$ cat src/source/arcade_pkg.sv
//////////////////////////////////////////////////////////////////////
// arcade glue package
// bus, settings, pad and video structs plus register map and
// controller constants shared by the glue blocks
//////////////////////////////////////////////////////////////////////

package arcade_pkg;

    // apb master to slave
    typedef struct packed {
        logic        psel;
        logic        penable;
        logic        pwrite;
        logic [7:0]  paddr;
        logic [31:0] pwdata;
    } apb_req_t;

    // apb slave to master
    typedef struct packed {
        logic [31:0] prdata;
        logic        pready;
        logic        pslverr;
    } apb_rsp_t;

    // dip word as the game expects it
    typedef struct packed {
        logic       demo_sounds;
        logic       zero_hi;
        logic [1:0] lives;
        logic [5:0] zero_mid;
        logic [2:0] difficulty;
        logic [2:0] bonus;
    } dips_t;

    // external controller settings
    typedef struct packed {
        logic [4:0] cont_type;
        logic [1:0] assignment;
        logic       ena;
        logic       blank_screen;
    } snac_cfg_t;

    // one external pad, stick x in [7:0], stick y in [15:8]
    typedef struct packed {
        logic [15:0] btn;
        logic [31:0] stick;
    } pad_t;

    // inputs seen by the game
    typedef struct packed {
        logic up;
        logic down;
        logic left;
        logic right;
        logic fire;
        logic start;
        logic coin;
    } controls_t;

    // core video, red in the top nibble
    typedef struct packed {
        logic [11:0] rgb12;
        logic        hblank;
        logic        vblank;
        logic        hs;
        logic        vs;
    } video_in_t;

    typedef struct packed {
        logic [23:0] rgb24;
        logic        de;
        logic        hs;
        logic        vs;
    } video_out_t;

    //////////////////////////////////////////////////////////////////////
    // register map
    //////////////////////////////////////////////////////////////////////
    localparam logic [7:0] REG_LIVES      = 8'h00;
    localparam logic [7:0] REG_DIFFICULTY = 8'h04;
    localparam logic [7:0] REG_BONUS      = 8'h08;
    localparam logic [7:0] REG_DEMO       = 8'h0C;
    localparam logic [7:0] REG_SNAC       = 8'h10;
    localparam logic [7:0] REG_RESET      = 8'h14;

    // pad button bit positions
    localparam int KEY_UP    = 0;
    localparam int KEY_DOWN  = 1;
    localparam int KEY_LEFT  = 2;
    localparam int KEY_RIGHT = 3;
    localparam int KEY_FIRE  = 4;
    localparam int KEY_COIN  = 14;
    localparam int KEY_START = 15;

    // stick thresholds, idle sits near 0x7f
    localparam logic [7:0] ANALOG_LOW  = 8'h40;
    localparam logic [7:0] ANALOG_HIGH = 8'hC0;

    // controller types with analog sticks
    localparam logic [4:0] SNAC_ANALOG_A = 5'h12;
    localparam logic [4:0] SNAC_ANALOG_B = 5'h13;

endpackage

$ cat src/source/cfg_apb_regs.sv
//////////////////////////////////////////////////////////////////////
// configuration registers on apb
// holds dip and external controller settings, issues soft reset
//////////////////////////////////////////////////////////////////////

`timescale 1ns/1ps

module cfg_apb_regs
    import arcade_pkg::*;
(
    input  logic      clk_74a,
    input  logic      reset,
    input  apb_req_t  apb_req,
    output apb_rsp_t  apb_rsp,
    output dips_t     dips,
    output snac_cfg_t snac,
    output logic      reset_req
);

    // stored fields
    logic [1:0] lives_q;
    logic [2:0] difficulty_q;
    logic [2:0] bonus_q;
    logic       demo_q;
    snac_cfg_t  snac_q;
    logic       reset_req_q;

    logic        wr_access;
    logic [31:0] rdata;

    // access phase, pready is tied high so this is the last cycle
    assign wr_access = apb_req.psel & apb_req.penable & apb_req.pwrite;

    //////////////////////////////////////////////////////////////////////
    // write side
    //////////////////////////////////////////////////////////////////////
    always_ff @(posedge clk_74a) begin
        if (reset) begin
            lives_q      <= '0;
            difficulty_q <= '0;
            bonus_q      <= '0;
            demo_q       <= 1'b0;
            snac_q       <= '0;
            reset_req_q  <= 1'b0;
        end else begin
            // one cycle strobe unless a reset write lands
            reset_req_q <= 1'b0;
            if (wr_access) begin
                case (apb_req.paddr)
                    REG_LIVES:      lives_q      <= apb_req.pwdata[1:0];
                    REG_DIFFICULTY: difficulty_q <= apb_req.pwdata[2:0];
                    REG_BONUS:      bonus_q      <= apb_req.pwdata[2:0];
                    REG_DEMO:       demo_q       <= apb_req.pwdata[0];
                    REG_SNAC: begin
                        snac_q.cont_type    <= apb_req.pwdata[4:0];
                        snac_q.assignment   <= apb_req.pwdata[9:8];
                        snac_q.ena          <= apb_req.pwdata[16];
                        snac_q.blank_screen <= apb_req.pwdata[17];
                    end
                    REG_RESET:      reset_req_q  <= 1'b1;
                    // unknown offsets dropped
                    default: ;
                endcase
            end
        end
    end

    //////////////////////////////////////////////////////////////////////
    // read side
    //////////////////////////////////////////////////////////////////////
    always_comb begin
        rdata = '0;
        case (apb_req.paddr)
            REG_LIVES:      rdata[1:0] = lives_q;
            REG_DIFFICULTY: rdata[2:0] = difficulty_q;
            REG_BONUS:      rdata[2:0] = bonus_q;
            REG_DEMO:       rdata[0]   = demo_q;
            REG_SNAC: begin
                rdata[4:0] = snac_q.cont_type;
                rdata[9:8] = snac_q.assignment;
                rdata[16]  = snac_q.ena;
                rdata[17]  = snac_q.blank_screen;
            end
            // reset command and holes read back zero
            default:        rdata = '0;
        endcase
    end

    assign apb_rsp.prdata  = rdata;
    assign apb_rsp.pready  = 1'b1;
    assign apb_rsp.pslverr = 1'b0;

    // dip word layout for the game
    always_comb begin
        dips.demo_sounds = demo_q;
        dips.zero_hi     = 1'b0;
        dips.lives       = lives_q;
        dips.zero_mid    = '0;
        dips.difficulty  = difficulty_q;
        dips.bonus       = bonus_q;
    end

    assign snac      = snac_q;
    assign reset_req = reset_req_q;

endmodule

$ cat src/source/input_router.sv
//////////////////////////////////////////////////////////////////////
// player 1 input router
// picks console or external pad, maps analog sticks onto the d-pad
// and flags the coin button release
//////////////////////////////////////////////////////////////////////

`timescale 1ns/1ps

module input_router
    import arcade_pkg::*;
(
    input  logic        clk_74a,
    input  logic        reset,
    input  snac_cfg_t   snac,
    input  logic [15:0] cont1_key,
    input  pad_t        snac_p1,
    input  pad_t        snac_p2,
    output controls_t   controls,
    output logic        coin_release
);

    logic        snac_off;
    logic        snac_analog;
    logic [15:0] p1_map;
    logic [15:0] p2_map;
    logic [15:0] sel_map;

    // registered button map and coin history
    logic [15:0] key_map_q;
    logic        coin_prev_q;

    // swap the d-pad for stick thresholds on analog pads
    function automatic logic [15:0] map_pad(input pad_t pad, input logic analog);
        logic [15:0] res;
        logic [7:0]  stick_x;
        logic [7:0]  stick_y;
        res     = pad.btn;
        stick_x = pad.stick[7:0];
        stick_y = pad.stick[15:8];
        if (analog) begin
            res[KEY_UP]    = stick_y < ANALOG_LOW;
            res[KEY_DOWN]  = stick_y > ANALOG_HIGH;
            res[KEY_LEFT]  = stick_x < ANALOG_LOW;
            res[KEY_RIGHT] = stick_x > ANALOG_HIGH;
        end
        return res;
    endfunction

    assign snac_off    = (snac.cont_type == 5'h00) || !snac.ena;
    assign snac_analog = (snac.cont_type == SNAC_ANALOG_A) ||
                         (snac.cont_type == SNAC_ANALOG_B);

    assign p1_map = map_pad(snac_p1, snac_analog);
    assign p2_map = map_pad(snac_p2, snac_analog);

    //////////////////////////////////////////////////////////////////////
    // source select
    //////////////////////////////////////////////////////////////////////
    always_comb begin
        if (snac_off) begin
            sel_map = cont1_key;
        end else begin
            case (snac.assignment)
                2'd0:    sel_map = p1_map;
                // external pad goes to player 2, console keeps player 1
                2'd1:    sel_map = cont1_key;
                2'd2:    sel_map = p1_map;
                default: sel_map = p2_map;
            endcase
        end
    end

    always_ff @(posedge clk_74a) begin
        if (reset) begin
            key_map_q   <= '0;
            coin_prev_q <= 1'b0;
        end else begin
            key_map_q   <= sel_map;
            coin_prev_q <= key_map_q[KEY_COIN];
        end
    end

    // game view of the map, coin still raw
    always_comb begin
        controls.up    = key_map_q[KEY_UP];
        controls.down  = key_map_q[KEY_DOWN];
        controls.left  = key_map_q[KEY_LEFT];
        controls.right = key_map_q[KEY_RIGHT];
        controls.fire  = key_map_q[KEY_FIRE];
        controls.start = key_map_q[KEY_START];
        controls.coin  = key_map_q[KEY_COIN];
    end

    // falling edge of the registered coin bit
    assign coin_release = coin_prev_q & ~key_map_q[KEY_COIN];

endmodule

$ cat src/source/hold_timer.sv
//////////////////////////////////////////////////////////////////////
// hold timer
// turns a one cycle trigger into a fixed length active window
//////////////////////////////////////////////////////////////////////

`timescale 1ns/1ps

module hold_timer #(
    parameter int unsigned HOLD_CYCLES = 16
) (
    input  logic clk_74a,
    input  logic reset,
    input  logic trigger,
    output logic active
);

    // wide enough to hold the full length
    localparam int unsigned CNT_W = $clog2(HOLD_CYCLES + 1);

    logic [CNT_W-1:0] count_q;
    logic             busy;

    assign busy = count_q != '0;

    always_ff @(posedge clk_74a) begin
        if (reset) begin
            count_q <= '0;
        end else if (busy) begin
            // retrigger ignored while counting
            count_q <= count_q - 1'b1;
        end else if (trigger) begin
            count_q <= CNT_W'(HOLD_CYCLES);
        end
    end

    // high from the cycle after the trigger for HOLD_CYCLES cycles
    assign active = busy;

endmodule

$ cat src/source/video_formatter.sv
//////////////////////////////////////////////////////////////////////
// video formatter
// blanks and widens core colour to 24 bits, builds data enable
// and one cycle sync pulses
//////////////////////////////////////////////////////////////////////

`timescale 1ns/1ps

module video_formatter
    import arcade_pkg::*;
(
    input  logic       clk_74a,
    input  logic       reset,
    input  snac_cfg_t  snac,
    input  video_in_t  video_in,
    output video_out_t video_out
);

    logic       blank;
    logic       kill_rgb;
    logic [3:0] red;
    logic [3:0] green;
    logic [3:0] blue;

    // output stage
    logic [23:0] rgb_q;
    logic        de_q;
    logic        hs_q;
    logic        vs_q;

    // sync history for edge detect
    logic hs_prev_q;
    logic vs_prev_q;

    assign blank    = video_in.hblank | video_in.vblank;
    // screen blank only applies with the external adapter on
    assign kill_rgb = blank | (snac.blank_screen & snac.ena);

    assign red   = video_in.rgb12[11:8];
    assign green = video_in.rgb12[7:4];
    assign blue  = video_in.rgb12[3:0];

    //////////////////////////////////////////////////////////////////////
    // colour path
    //////////////////////////////////////////////////////////////////////
    always_ff @(posedge clk_74a) begin
        if (kill_rgb) begin
            rgb_q <= '0;
        end else begin
            // nibble repeat keeps full scale at 0xff
            rgb_q <= {red, red, green, green, blue, blue};
        end
    end

    //////////////////////////////////////////////////////////////////////
    // timing path
    //////////////////////////////////////////////////////////////////////
    always_ff @(posedge clk_74a) begin
        if (reset) begin
            de_q      <= 1'b0;
            hs_q      <= 1'b0;
            vs_q      <= 1'b0;
            hs_prev_q <= 1'b0;
            vs_prev_q <= 1'b0;
        end else begin
            de_q      <= ~blank;
            // rising edges only
            hs_q      <= video_in.hs & ~hs_prev_q;
            vs_q      <= video_in.vs & ~vs_prev_q;
            hs_prev_q <= video_in.hs;
            vs_prev_q <= video_in.vs;
        end
    end

    assign video_out.rgb24 = rgb_q;
    assign video_out.de    = de_q;
    assign video_out.hs    = hs_q;
    assign video_out.vs    = vs_q;

endmodule

$ cat src/source/arcade_core_top.sv
//////////////////////////////////////////////////////////////////////
// arcade core glue top
// config registers, player 1 input routing, coin and reset
// stretching, and video formatting on one clock
//////////////////////////////////////////////////////////////////////

`timescale 1ns/1ps

module arcade_core_top
    import arcade_pkg::*;
#(
    parameter int unsigned RESET_HOLD_CYCLES = 64,
    parameter int unsigned COIN_HOLD_CYCLES  = 16
) (
    input  logic        clk_74a,
    input  logic        reset,
    input  apb_req_t    apb_req,
    output apb_rsp_t    apb_rsp,
    input  logic [15:0] cont1_key,
    input  pad_t        snac_p1,
    input  pad_t        snac_p2,
    input  video_in_t   video_in,
    output video_out_t  video_out,
    output dips_t       dips,
    output controls_t   game_controls,
    output logic        core_reset
);

    snac_cfg_t snac;
    logic      reset_req;
    controls_t raw_controls;
    logic      coin_release;
    logic      coin_active;
    logic      reset_active;

    //////////////////////////////////////////////////////////////////////
    // control
    //////////////////////////////////////////////////////////////////////
    cfg_apb_regs i_cfg_apb_regs (
        .clk_74a   (clk_74a),
        .reset     (reset),
        .apb_req   (apb_req),
        .apb_rsp   (apb_rsp),
        .dips      (dips),
        .snac      (snac),
        .reset_req (reset_req)
    );

    // soft reset stretch
    hold_timer #(
        .HOLD_CYCLES (RESET_HOLD_CYCLES)
    ) i_reset_timer (
        .clk_74a (clk_74a),
        .reset   (reset),
        .trigger (reset_req),
        .active  (reset_active)
    );

    // game reset covers both external and soft reset
    assign core_reset = reset | reset_active;

    //////////////////////////////////////////////////////////////////////
    // inputs
    //////////////////////////////////////////////////////////////////////
    input_router i_input_router (
        .clk_74a      (clk_74a),
        .reset        (reset),
        .snac         (snac),
        .cont1_key    (cont1_key),
        .snac_p1      (snac_p1),
        .snac_p2      (snac_p2),
        .controls     (raw_controls),
        .coin_release (coin_release)
    );

    // coin seen by the game is a stretched pulse after release
    hold_timer #(
        .HOLD_CYCLES (COIN_HOLD_CYCLES)
    ) i_coin_timer (
        .clk_74a (clk_74a),
        .reset   (reset),
        .trigger (coin_release),
        .active  (coin_active)
    );

    always_comb begin
        game_controls      = raw_controls;
        game_controls.coin = coin_active;
    end

    //////////////////////////////////////////////////////////////////////
    // video
    //////////////////////////////////////////////////////////////////////
    video_formatter i_video_formatter (
        .clk_74a   (clk_74a),
        .reset     (reset),
        .snac      (snac),
        .video_in  (video_in),
        .video_out (video_out)
    );

endmodule

$ cat config.mk
export PLATFORM = sky130hd
export DESIGN_NAME = arcade_core_top
export DESIGN_NICKNAME = d
export VERILOG_FILES = /design/src/source/arcade_pkg.sv /design/src/source/cfg_apb_regs.sv /design/src/source/input_router.sv /design/src/source/hold_timer.sv /design/src/source/video_formatter.sv /design/src/source/arcade_core_top.sv
export SDC_FILE = /design/constraint.sdc
export NUM_CORES = 1
export LEC_CHECK = 0
export BUFFER_PORTS_ARGS = -buffer_cell sky130_fd_sc_hd__buf_2
export CAP_MARGIN = 20
export CORE_AREA = 2 2 100 102
export DETAILED_ROUTE_END_ITERATION = 8
export DIE_AREA = 0 0 102 104
export PLACE_DENSITY_LB_ADDON = 0.3
export SLEW_MARGIN = 0
export SYNTH_ARGS = -nofsm -noshare
export SYNTH_HDL_FRONTEND = slang
export SYNTH_SLANG_ARGS = --single-unit
$ cat constraint.sdc
create_clock -name clk_74a -period 1.8 [get_ports clk_74a]
set_clock_uncertainty 0.05 [all_clocks]
set_input_delay 0.18 -clock clk_74a [delete_from_list [all_inputs] [get_ports clk_74a]]
set_output_delay 0.18 -clock clk_74a [all_outputs]
set_load 0.01 [all_outputs]
[Word-level counts from Yosys, hierarchy flattened]
Cells that the tools add are included.
Word-level totals
  output and inout port bits: 85
  input port bits: 173
  register bits after elaboration: 77
Cells by class
  bitwise gates (word level): 14
  $lt $le $gt $ge: 8
  add/subtract/negate cells: 2
  reductions and logical operators: 17
  equal/unequal tests: 9
  multiplexer cells: 15
Operator list (count)
  $gt 8x8->1 const B: 4
  $lt 8x7->1 const B: 4
  $pmux 16 s2: 1
  $eq 8x4->1 const B: 2
  $eq 8x5->1 const B: 2
  $mux 16: 1
  $mux 7: 2
  $eq 5x5->1 const B: 2
  $mux 5: 2
  $reduce_and 2->1: 5
  $eq 8x3->1 const B: 1
  $logic_not 8->1: 1
  $mux 4: 2
  $reduce_bool 7->1: 1
  $sub 7x1->7 const B: 1
  $and 1x1->1: 6
  $mux 2: 3
  $logic_not 5->1: 1
  $not 1->1: 5
  $pmux 1 s5: 1
  $reduce_bool 5->1: 1
  $sub 5x1->5 const B: 1
  $pmux 1 s4: 1
  $reduce_bool 2->1: 2
  9 further kinds: 13

[Depth between registers and ports, before layout]
Gate-level depths: netlist (run 1).
  depth in word-level cells: 5
  mapped depth: 6

[By module]
Synthesis (run 1) repeated with hierarchy kept, for this count alone.
Unflattened totals
  cells, all modules: 335
  area total of the unflattened synthesis: 3106.7 um^2
By module, submodules not included
  cfg_apb_regs: area each 1272.5 um^2, times used 1, cells each 136, sequential area each 380.4 um^2
  input_router: area each 646.9 um^2, times used 1, cells each 84, sequential area each 160.2 um^2
  video_formatter: area each 578.1 um^2, times used 1, cells each 51, sequential area each 340.3 um^2
  hold_timer at i_reset_timer: area each 345.3 um^2, times used 1, cells each 38, sequential area each 140.1 um^2
  hold_timer at i_coin_timer: area each 250.2 um^2, times used 1, cells each 24, sequential area each 100.1 um^2
  arcade_core_top: area each 13.8 um^2, times used 1, cells each 2, sequential area each 0.0 um^2

[Worst setup path after synthesis (run 1)]
No wires, ideal clock.
  path type: input -> output
  start point: in apb_req[32] (netlist name)
  end point: out apb_rsp[10] (netlist name)
  slack: -0.029 ns
  data arrival time: 1.599 ns
  stages on the path: 5
  cells stage by stage: or4_4 -> buf_6 -> or2_1 -> buf_6 -> nor4_1
RTL lines
  start: declaration: RTL line arcade_core_top.sv:17  | input apb_req_t apb_req,
  end: declaration: RTL line arcade_core_top.sv:18  | output apb_rsp_t apb_rsp,

==> results of run 1 <==
[stage by stage]
| step | setup WS [ns] | TNS, ns |
|---|---|---|
| 6_report | -0.0770 | -0.543 |
| 5_1_grt | -0.140 | -1.10 |
| 4_1_cts | -0.114 | -0.753 |
| 3_5_place_dp | -0.148 | -2.58 |
| 3_3_place_gp | -0.158 | -2.33 |
| 2_1_floorplan | 0.0191 | 0 |
[final timing paths]
path                            cells after the start                                   start                                 endpoint  slack (ns)
worst min register to register                      1  i_video_formatter.vs_prev_q$_SDFF_PP0_        i_video_formatter.vs_q$_SDFF_PP0_        0.36
worst max-delay path                                6                             apb_req[32]                               apb_rsp[5]       -0.08
worst min-delay path                                2                             video_in[4]    i_video_formatter.rgb_q[4]$_SDFF_PP0_       0.007
worst max register to register                      5     i_cfg_apb_regs.snac[8]$_SDFFE_PP0P_  i_input_router.key_map_q[14]$_SDFF_PP0_        0.14
[flip-flops by register name, indices dropped and copies added (netlist names), 2 cells and up]
register,cells
i_video_formatter.rgb_q,12
i_cfg_apb_regs.snac,9
i_input_router.key_map_q,7
i_reset_timer.count_q,7
i_coin_timer.count_q,5
i_cfg_apb_regs.bonus_q,3
i_cfg_apb_regs.difficulty_q,3
i_cfg_apb_regs.lives_q,2
[worst reg2reg max path, delay by kind of cell (launching register included)]
kind	cells	cell delay [ns]
flops	1	0.36
compound gates	2	0.34
simple gates	2	0.63
buf+inv	1	0.16
[placed cells by master, fill, tap and decap left out, types with 7 or more instances in the layout]
cell type      synthesis  routed
mux2i_1               21      21
a211oi_1               8       7
a21oi_1                8       7
dlygate4sd3_1          0       9
buf_4                 55      27
inv_1                  7       7
nor2_1                40      38
dfxtp_1               56      50
conb_1                 2      32
nand2b_1               7       7
buf_2                  2     140
nor3_1                14      14
and2_1                17      16
[power breakdown]
group	total, uW	internal [uW]	switching [uW]
clock network	742	287	455
logic	1200	623	573
registers	1450	1360	84.5
total	3390	2270	1110
[logic make-up (layout without fill, tap and decap cells)]
logic type / count (synthesis) / after routing / synth area share
xor gates and xnor gates: 5 / 5 / 0.0144
muxes: 22 / 22 / 0.0765
other: 2 / 32 / 0.00247
AOI/OAI and AO/OA: 41 / 41 / 0.102
and+or+nand+nor: 130 / 130 / 0.253
adders and majority gates: 3 / 3 / 0.0123
buffers and inverters: 76 / 195 / 0.170
DFF: 56 / 56 / 0.369
[layout make-up]
cell class                 instances  area share
multi-input combinational        233       0.394
sequential                        56       0.277
timing repair buffer             180       0.257
tap                              133      0.0409
clock buffer                       5      0.0169
clock inverter                     3     0.00677
inverter                           7     0.00646
[layer usage]
layer | up-vias | wire length (um)
met3 | 6 | 510
met4 | 0 | 90
met1 | 1281 | 3330
li1 | 1367 | -
met5 | - | 0
met2 | 99 | 3970
[repair_timing]
item                                   CTS  global route
pin swaps                                7             7
resized for setup                       14            11
buffers inserted                         6             4
hold buffers                             9             0
endpoints found under the hold margin    8             0
setup endpoints to repair               11            29
==> impl_results.md, run 1 <==
* Status: finished, violations left
* Violated checks: setup timing
* Drt wl/cell at between 10 and 15 um
* Vias in the first global route at 2611
* Htree depth at 2
* WP data arrival at approximately 1.7 ns
* Fillers at 981
* Site Rows at 36
* Post-route DRC at 0
* Slew at the pin closest to its max-slew limit at 0.597 ns
* Post-DRT Antenna Nets at 0
* Kind of critical path: in2out
* Ys Warns at 0
* Area Overhead vs Synth at 33.7%
* Die Wd at slightly above 100 um
* IO Pins at 258
* Grt met1 use at 0.176
* Worst path top cell family by delay: simple AND/OR/NAND/NOR gates
* Synthesized flop and latch total at 56
* Largest net degree at the start of global routing at 23
* Total Routing Usage GR at 0.140
* Number of synthesized flops with an enable pin at 0
* Drt total wl at slightly below 8 mm
* Worst-Skew Late Latency at about 0.31 ns
* Count leader, synth: dfxtp_1
* Layout cells sized above 1 at 0.432
* Met2 usage at 0.246
* Reg area at between 1000 and 1500 sq um
* Number of port buffers at approximately 140
* M3 GR Usage at 0.0188
* Diode count at 0
* Seq/Total Area, Yosys at 0.369
* GPL Wtd Cong at 0.813
* Critical path fanouts, max at 5
* CTS buffer count at 5
* Final critical-path share of the clock period at 1.04
* Final Hold Viols at 0
* Asr flop ratio synth at 0
* Via count at 2753
* Root buf cell: clkbuf_8
* Core area at approximately 9500 sq um
* Critical Path RT at approximately 1.6 ns
* Syn_area_per_cell at just over 9 sq um
* Slew margin rel. at 0.601
* CTS max path bufs at 2
* Worst hold margin at roughly 0.0069 ns
* Area of the multi-input gates at between 1500 and 2000 sq um
* Synth unique cells at 53
* Via/cell ratio at between 4 and 5
* Most used flip-flop cell after synthesis: dfxtp_1
* Placed Cells incl. Taps at 590
* CP startpoint kind: primary input
* TritonCTS clock tree: yes
* DIE HEIGHT at 104 um
* Mapped Cells at around 340
* Power Total at about 3400 uW
* RSZ-0062 raised after global routing: true
* Synth top area cells: dfxtp_1 (37%), buf_4 (14%), mux2i_1 (6.9%)
* Synth area leader: dfxtp_1
* Max-slew violation count at 0
* Setup ws final at -0.0770 ns
* Worst-path clk slew at ~0.12 ns
* DP Area at around 3700 sq um
* Top cell type's share of synthesized area at 0.369
* Commonest cells post-synth: dfxtp_1 (56), buf_4 (55), nor2_1 (40)
* Min cycle time layout at roughly 1.9 ns
* Clock sink count at 56
* Crit path max-delay cell type: or4_4
* Critical path buffers and inverters at 2
* Final-report setup violation count at 9
* # nets final at 659
* Delay of the slowest critical-path stage at ~0.53 ns
* Fin util at 0.426
* GRT overflow at 0
* Most Used Layer, Global Route: met2
* Global-route wire length before repair at 12.2 mm
* First-iteration detailed-routing DRC count at approximately 70
* DR pass1 iterations at 4
* Pwr per Cell Area at 833 nW/um^2
* Die area at 10600 sq um
* Design area at 4070 sq um
* Worst path cell trace: buf_6, or4_4, or2_4, nor3_4, and2_1, buf_2
* Hold crit path type: in2reg
* Starting Density at 0.319
* LEAKAGE at between 0.0015 and 0.002 uW
* VDD IR max at 0.000377 V
* Final Non-Filler Cells at between 600 and 700
* Max Freq at 533 MHz
* Mapped cell area at between 3000 and 4000 sq um
* Hpwl dp at slightly above 6 mm
* Crit. End Element: output port
* Antenna violations before repair at 0
* Max cap viols at 0
No activity file was read; power rests on OpenSTA's default activity.
==> run 2, diff against run 1 <==
--- a/config.mk
+++ b/config.mk
@@ -7,9 +7,10 @@
 export LEC_CHECK = 0
 export BUFFER_PORTS_ARGS = -buffer_cell sky130_fd_sc_hd__buf_2
 export CAP_MARGIN = 20
-export CORE_AREA = 2 2 100 102
+export CORE_ASPECT_RATIO = 0.5
+export CORE_MARGIN = 2
+export CORE_UTILIZATION = 39
 export DETAILED_ROUTE_END_ITERATION = 8
-export DIE_AREA = 0 0 102 104
 export PLACE_DENSITY_LB_ADDON = 0.3
 export SLEW_MARGIN = 0
 export SYNTH_ARGS = -nofsm -noshare
==> run 2 against run 1 <==
The flow still finishes with violations (setup timing). Non-clock buffer count fell by 17. Global-route usage rose by 2.6 points. Via count fell by 2.9%. Total power rose by 2.5%. Fmax rose by 1.7%. Largest cell class unchanged. Largest power group unchanged.
==> impl_results.md, run 2 (synthesis results as in run 1) <==
* Die area at 8560 sq um (was 10600 sq um)
* First-iteration detailed-routing DRC count at 90 (was 72)
* Htree depth at 2 (unchanged)
* RSZ-0062 raised after global routing: true (unchanged)
* Final critical-path share of the clock period at 1.03 (was 1.04)
* Max FFs per register at 12 (unchanged)
* Kind of critical path: reg2out (was in2out)
* Slew at the pin closest to its max-slew limit at 0.917 ns (was 0.597 ns)
* TritonCTS clock tree: yes (unchanged)
* Crit. End Element: output port (unchanged)
* CP startpoint kind: flop (was primary input)
* Diode count at 0 (unchanged)
* Max Freq at 542 MHz (was 533 MHz)
* Setup ws final at -0.0463 ns (was -0.0770 ns)
* Hold depth at 2 (unchanged)
* Max cap viols at 0 (unchanged)
* DIE HEIGHT at 66.4 um (was 104 um)
* Vias in the first global route at 2414 (was 2611)
* Site Rows at 22 (was 36)
* Layout cells sized above 1 at 0.418 (was 0.432)
* Hold Crit Endpoint: i_video_formatter.de_q$_SDFF_PP0_ (was i_video_formatter.rgb_q[4]$_SDFF_PP0_)
* Top reg by flops: i_video_formatter.rgb_q (unchanged)
* Starting Density at 0.409 (was 0.319)
* Final-report setup violation count at 4 (was 9)
* Reg area at 1130 sq um (about the same)
* Max-slew violation count at 0 (unchanged)
* Status: finished, violations left (unchanged)
* DP Area at 3630 sq um (was 3700 sq um)
* Delay of the slowest critical-path stage at 0.53 ns (about the same)
* Hold crit path type: in2reg (unchanged)
* Commonest non-fill, non-tap cell in the layout: buf_2 (unchanged)
* GRT overflow at 0 (unchanged)
* RR Startpoint: i_cfg_apb_regs.snac[8]$_SDFFE_PP0P_ (unchanged)
* Most frequent cells in the layout: buf_2 (142), dfxtp_1 (52), nor2_1 (38) (was buf_2 (140), dfxtp_1 (50), nor2_1 (38))
* Drt wl/cell at 12.9 um (was 12.8 um)
* Total Routing Usage GR at 0.166 (was 0.140)
* FF-to-FF path depth at 4 (was 5)
* Crit path max-delay cell type: or4_4 (unchanged)
* # nets final at 642 (was 659)
* Pwr per Cell Area at 901 nW/um^2 (was 833 nW/um^2)
* Post-DRT Antenna Nets at 0 (unchanged)
* DR pass1 iterations at 4 (unchanged)
* CTS max path bufs at 2 (unchanged)
* Drt total wl at 7.24 mm (was 7.91 mm)
* R2r setup slk at 0.09 ns (was 0.14 ns)
* Fin util at 0.518 (was 0.426)
* Clock sink count at 56 (unchanged)
* Post-route DRC at 0 (unchanged)
* Core area at 7430 sq um (was 9550 sq um)
* Violated checks: setup timing (unchanged)
* Die Wd at 129 um (was 102 um)
* RR Endpoint: i_input_router.key_map_q[15]$_SDFF_PP0_ (was i_input_router.key_map_q[14]$_SDFF_PP0_)
* Area Overhead vs Synth at 26.6% (was 33.7%)
* Critical Path RT at 1.57 ns (about the same)
* LEAKAGE at 0.00180 uW (was 0.00187 uW)
* Worst-path clk slew at 0.07 ns (was 0.12 ns)
* VDD IR max at 0.000486 V (was 0.000377 V)
* Fillers at 718 (was 981)
* CTS buffer count at 5 (unchanged)
* Slew margin rel. at 0.385 (was 0.601)
* Via count at 2673 (was 2753)
* Via/cell ratio at 4.75 (was 4.46)
* Critical path fanouts, max at 3 (was 5)
* Worst path cell trace: or4_4, or3_1, buf_2 (was buf_6, or4_4, or2_4, nor3_4, and2_1, buf_2)
* Number of port buffers at 143 (unchanged)
* Area of the multi-input gates at 1560 sq um (was 1600 sq um)
* WP data arrival at 1.62 ns (was 1.65 ns)
* Worst Setup SP: i_reset_timer.count_q[2]$_SDFFE_PP0P_ (was apb_req[32])
* Min cycle time layout at 1.85 ns (was 1.88 ns)
* Antenna violations before repair at 0 (unchanged)
* GPL Wtd Cong at 0.820 (was 0.813)
* Design area at 3850 sq um (was 4070 sq um)
* Final Hold Viols at 0 (unchanged)
* Global-route wire length before repair at 11.5 mm (was 12.2 mm)
* IO Pins at 258 (unchanged)
* Hold Crit Start: video_in[3] (was video_in[4])
* Post-place setup slack at -0.112 ns (was -0.148 ns)
* Hpwl dp at 5.73 mm (was 6.13 mm)
* Worst-Skew Late Latency at 0.29 ns (was 0.31 ns)
* Root buf cell: clkbuf_16 (was clkbuf_8)
* Largest net degree at the start of global routing at 22 (was 23)
run 2: worst max-delay path, delay by kind of cell (launching register included):
family | cells | cell delay, ns
buffers and inverters | 1 | 0.15
and+or+nand+nor | 2 | 0.85
DFF | 1 | 0.32
run 2: per-stage QoR:
step	instances	hold slack [ns]	TNS (ns)	power [uW]
after global placement	552	0.308	-1.05	2440
after detailed placement	552	0.312	-1.24	2460
final	563	0.00470	-0.0613	3470
after floorplan	365	0.201	0	2230
after global routing	563	0.0111	-0.424	3730
after CTS	563	0.00489	-0.0934	3490
run 2: final cells by class:
cell class	count	area share
repair buffers	163	0.227
inverters	7	0.00682
multi-input cells	233	0.404
flip-flops and latches	56	0.292
well taps	96	0.0312
clock buffers	5	0.0325
clock inverters	3	0.00552
run 2: timing repair:
action                                  CTS  global route
endpoints found under the setup margin    9             9
hold buffers                              0             0
hold endpoints to repair                  0             0
pin swaps                                 3             1
buffers inserted                          3             0
gates resized for setup                   9             5
run 2: how the worst max path moves through the flow:
stage	endpoint	slack (ns)	cells past startpoint
CTS	core_reset	-0.04	3
finish	core_reset	-0.05	3
global route	core_reset	-0.09	3
detailed placement	apb_rsp[10]	-0.11	6
global placement	apb_rsp[10]	-0.11	6
floorplan	apb_rsp[11]	0.02	6
run 2: report_power, final:
part | leakage [uW] | switching (uW) | internal [uW] | total [uW]
sequential | 0.000460 | 82.7 | 1360 | 1450
combinational | 0.00127 | 530 | 526 | 1060
clock | 0.0000702 | 449 | 519 | 967
run 2: routing by layer:
| metal | vias to the layer above | track usage | share of wire |
|---|---|---|---|
| met5 | - | 0 | 0 |
| met4 | 0 | 0.0285 | 0.0037 |
| met3 | 2 | 0.0324 | 0.078 |
| met2 | 107 | 0.299 | 0.49 |
| met1 | 1228 | 0.209 | 0.43 |
| li1 | 1336 | - | - |
==> run 3, diff against run 2 <==
--- a/config.mk
+++ b/config.mk
@@ -12,6 +12,7 @@
 export CORE_UTILIZATION = 39
 export DETAILED_ROUTE_END_ITERATION = 8
 export PLACE_DENSITY_LB_ADDON = 0.3
+export RECOVER_POWER = 100
 export SLEW_MARGIN = 0
 export SYNTH_ARGS = -nofsm -noshare
 export SYNTH_HDL_FRONTEND = slang
==> run 3 against run 2 <==
The flow still finishes with violations (setup timing). Worst hold slack better by 0.00052 ns. Clock-buffer cell count unchanged. Non-clock buffer count is the same. Global-route usage is the same.
==> impl_results.md, run 3 (synthesis results as in run 1) <==
* Status: finished, violations left (unchanged)
* Violated checks: setup timing (unchanged)
* Final-report setup violation count at 3 (was 4)
* Critical Path RT at 1.57 ns (about the same)
* Worst-Skew Late Latency at 0.29 ns (about the same)
* Max Freq at 541 MHz (was 542 MHz)
* Setup ws final at -0.0470 ns (was -0.0463 ns)
* Max FFs per register at 12 (unchanged)
* Fillers at 754 (was 718)
* Hpwl dp at 5.73 mm (unchanged)
* Crit path max-delay cell type: or4_4 (unchanged)
* Antenna violations before repair at 0 (unchanged)
* Post-place setup slack at -0.112 ns (unchanged)
* GPL Wtd Cong at 0.820 (unchanged)
* Slew at the pin closest to its max-slew limit at 0.965 ns (was 0.917 ns)
* Commonest non-fill, non-tap cell in the layout: buf_2 (unchanged)
* Root buf cell: clkbuf_16 (unchanged)
* Max cap viols at 0 (unchanged)
* Area Overhead vs Synth at 24.1% (was 26.6%)
* Critical path fanouts, max at 3 (unchanged)
* Design area at 3770 sq um (was 3850 sq um)
* GRT overflow at 0 (unchanged)
* Top reg by flops: i_video_formatter.rgb_q (unchanged)
* Die area at 8560 sq um (unchanged)
* Clock sink count at 56 (unchanged)
* Post-DRT Antenna Nets at 0 (unchanged)
* Number of port buffers at 143 (unchanged)
* Most Used Layer, Global Route: met2 (unchanged)
* M3 GR Usage at 0.0324 (unchanged)
* Die Wd at 129 um (unchanged)
* TritonCTS clock tree: yes (unchanged)
* RSZ-0062 raised after global routing: true (unchanged)
* CP startpoint kind: flop (unchanged)
* CTS buffer count at 5 (unchanged)
* Final Hold Viols at 0 (unchanged)
* Vias in the first global route at 2414 (unchanged)
* Final critical-path share of the clock period at 1.03 (about the same)
* First-iteration detailed-routing DRC count at 110 (was 90)
* Worst path cell trace: or4_4, or3_1, buf_2 (unchanged)
* WP data arrival at 1.62 ns (about the same)
* Htree depth at 2 (unchanged)
* Max-slew violation count at 0 (unchanged)
* Largest net degree at the start of global routing at 22 (unchanged)
* Global-route wire length before repair at 11.5 mm (unchanged)
* IO Pins at 258 (unchanged)
* Hold crit path type: in2reg (unchanged)
* Slew margin rel. at 0.353 (was 0.385)
* CTS hold repair buffers at 0 (unchanged)
* LEAKAGE at 0.00161 uW (was 0.00180 uW)
* Drt total wl at 7.27 mm (was 7.24 mm)
* Via/cell ratio at 4.74 (was 4.75)
* Min cycle time layout at 1.85 ns (about the same)
* Met2 usage at 0.299 (unchanged)
* Diode count at 0 (unchanged)
* Post-route DRC at 0 (unchanged)
* Delay of the slowest critical-path stage at 0.53 ns (about the same)
* Site Rows at 22 (unchanged)
* Drt wl/cell at 12.9 um (about the same)
* DR pass1 iterations at 4 (unchanged)
* Layout cells sized above 1 at 0.323 (was 0.418)
* Grt met1 use at 0.209 (unchanged)
* Via count at 2668 (was 2673)
* Crit. End Element: output port (unchanged)
* Kind of critical path: reg2out (unchanged)
* Total Routing Usage GR at 0.166 (unchanged)
* Worst hold margin at 0.00521 ns (was 0.00470 ns)
* Worst-path clk slew at 0.07 ns (about the same)
* Core area at 7430 sq um (unchanged)
* # nets final at 642 (unchanged)
* Setup TNS at -0.0540 ns (was -0.0613 ns)
* Starting Density at 0.409 (unchanged)
* DP Area at 3630 sq um (unchanged)
* CTS max path bufs at 2 (unchanged)
* VDD IR max at 0.000486 V (about the same)
* DIE HEIGHT at 66.4 um (unchanged)
* Most frequent cells in the layout: buf_2 (99), dfxtp_1 (54), clkbuf_1 (41) (was buf_2 (142), dfxtp_1 (52), nor2_1 (38))
* Pwr per Cell Area at 916 nW/um^2 (was 901 nW/um^2)
## run 3: changes by cell type in the layout (fill, tap and decap cells not counted), sizes merged
cell / previous run / this run
buf: 163 / 114
clkbuf: 5 / 54
## run 3: final timing paths
check             cells after the start  slack, ns                              startpoint                                       to
hold reg to reg                       1       0.33  i_video_formatter.vs_prev_q$_SDFF_PP0_        i_video_formatter.vs_q$_SDFF_PP0_
setup reg to reg                      4       0.09     i_cfg_apb_regs.snac[8]$_SDFFE_PP0P_  i_input_router.key_map_q[15]$_SDFF_PP0_
hold / removal                        2      0.005                             video_in[3]        i_video_formatter.de_q$_SDFF_PP0_
setup / recovery                      3      -0.05   i_reset_timer.count_q[2]$_SDFFE_PP0P_                               core_reset
## run 3: stage by stage
step,power (uW),std cells,utilization
after floorplan,2230,365,-
after global placement,2440,552,0.489
after detailed placement,2460,552,0.489
after CTS,3490,563,0.516
after global routing,3720,563,0.508
final,3460,563,0.508
## run 3: cell type report
class / instances / area (sq um) / area share
well taps: 96 / 120 / 0.0318
flip-flops and latches: 56 / 1120 / 0.298
multi-input cells: 233 / 1550 / 0.410
clock buffers: 5 / 125 / 0.0331
repair buffers: 163 / 811 / 0.215
clock inverters: 3 / 21.3 / 0.00563
inverters: 7 / 26.3 / 0.00696
## run 3: metal layers
metal / part of all wire / wire (um)
met5: 0 / 0
met4: 0.0037 / 27
met3: 0.079 / 577
met2: 0.48 / 3510
met1: 0.43 / 3150
## run 3: repair_timing
action | 4_1_cts | 5_1_grt
pin swaps | 3 | 1
setup endpoints to repair | 9 | 9
gates cloned | 0 | 0
setup buffers | 3 | 0
resized for setup | 9 | 5
## run 3: power breakdown
| group | total (uW) | switching, uW | internal (uW) | leakage [uW] |
|---|---|---|---|---|
| Combinational | 1040 | 529 | 515 | 0.00108 |
| Clock | 966 | 447 | 519 | 0.0000702 |
| Sequential | 1450 | 83.5 | 1360 | 0.000459 |
| Total | 3460 | 1060 | 2400 | 0.00161 |
## run 3: worst max-delay path, delay by kind of cell, from the launching register on
family | cells | cell delay [ns]
AND/OR/NAND/NOR | 2 | 0.85
flip-flops | 1 | 0.32
buffers and inverters | 1 | 0.15
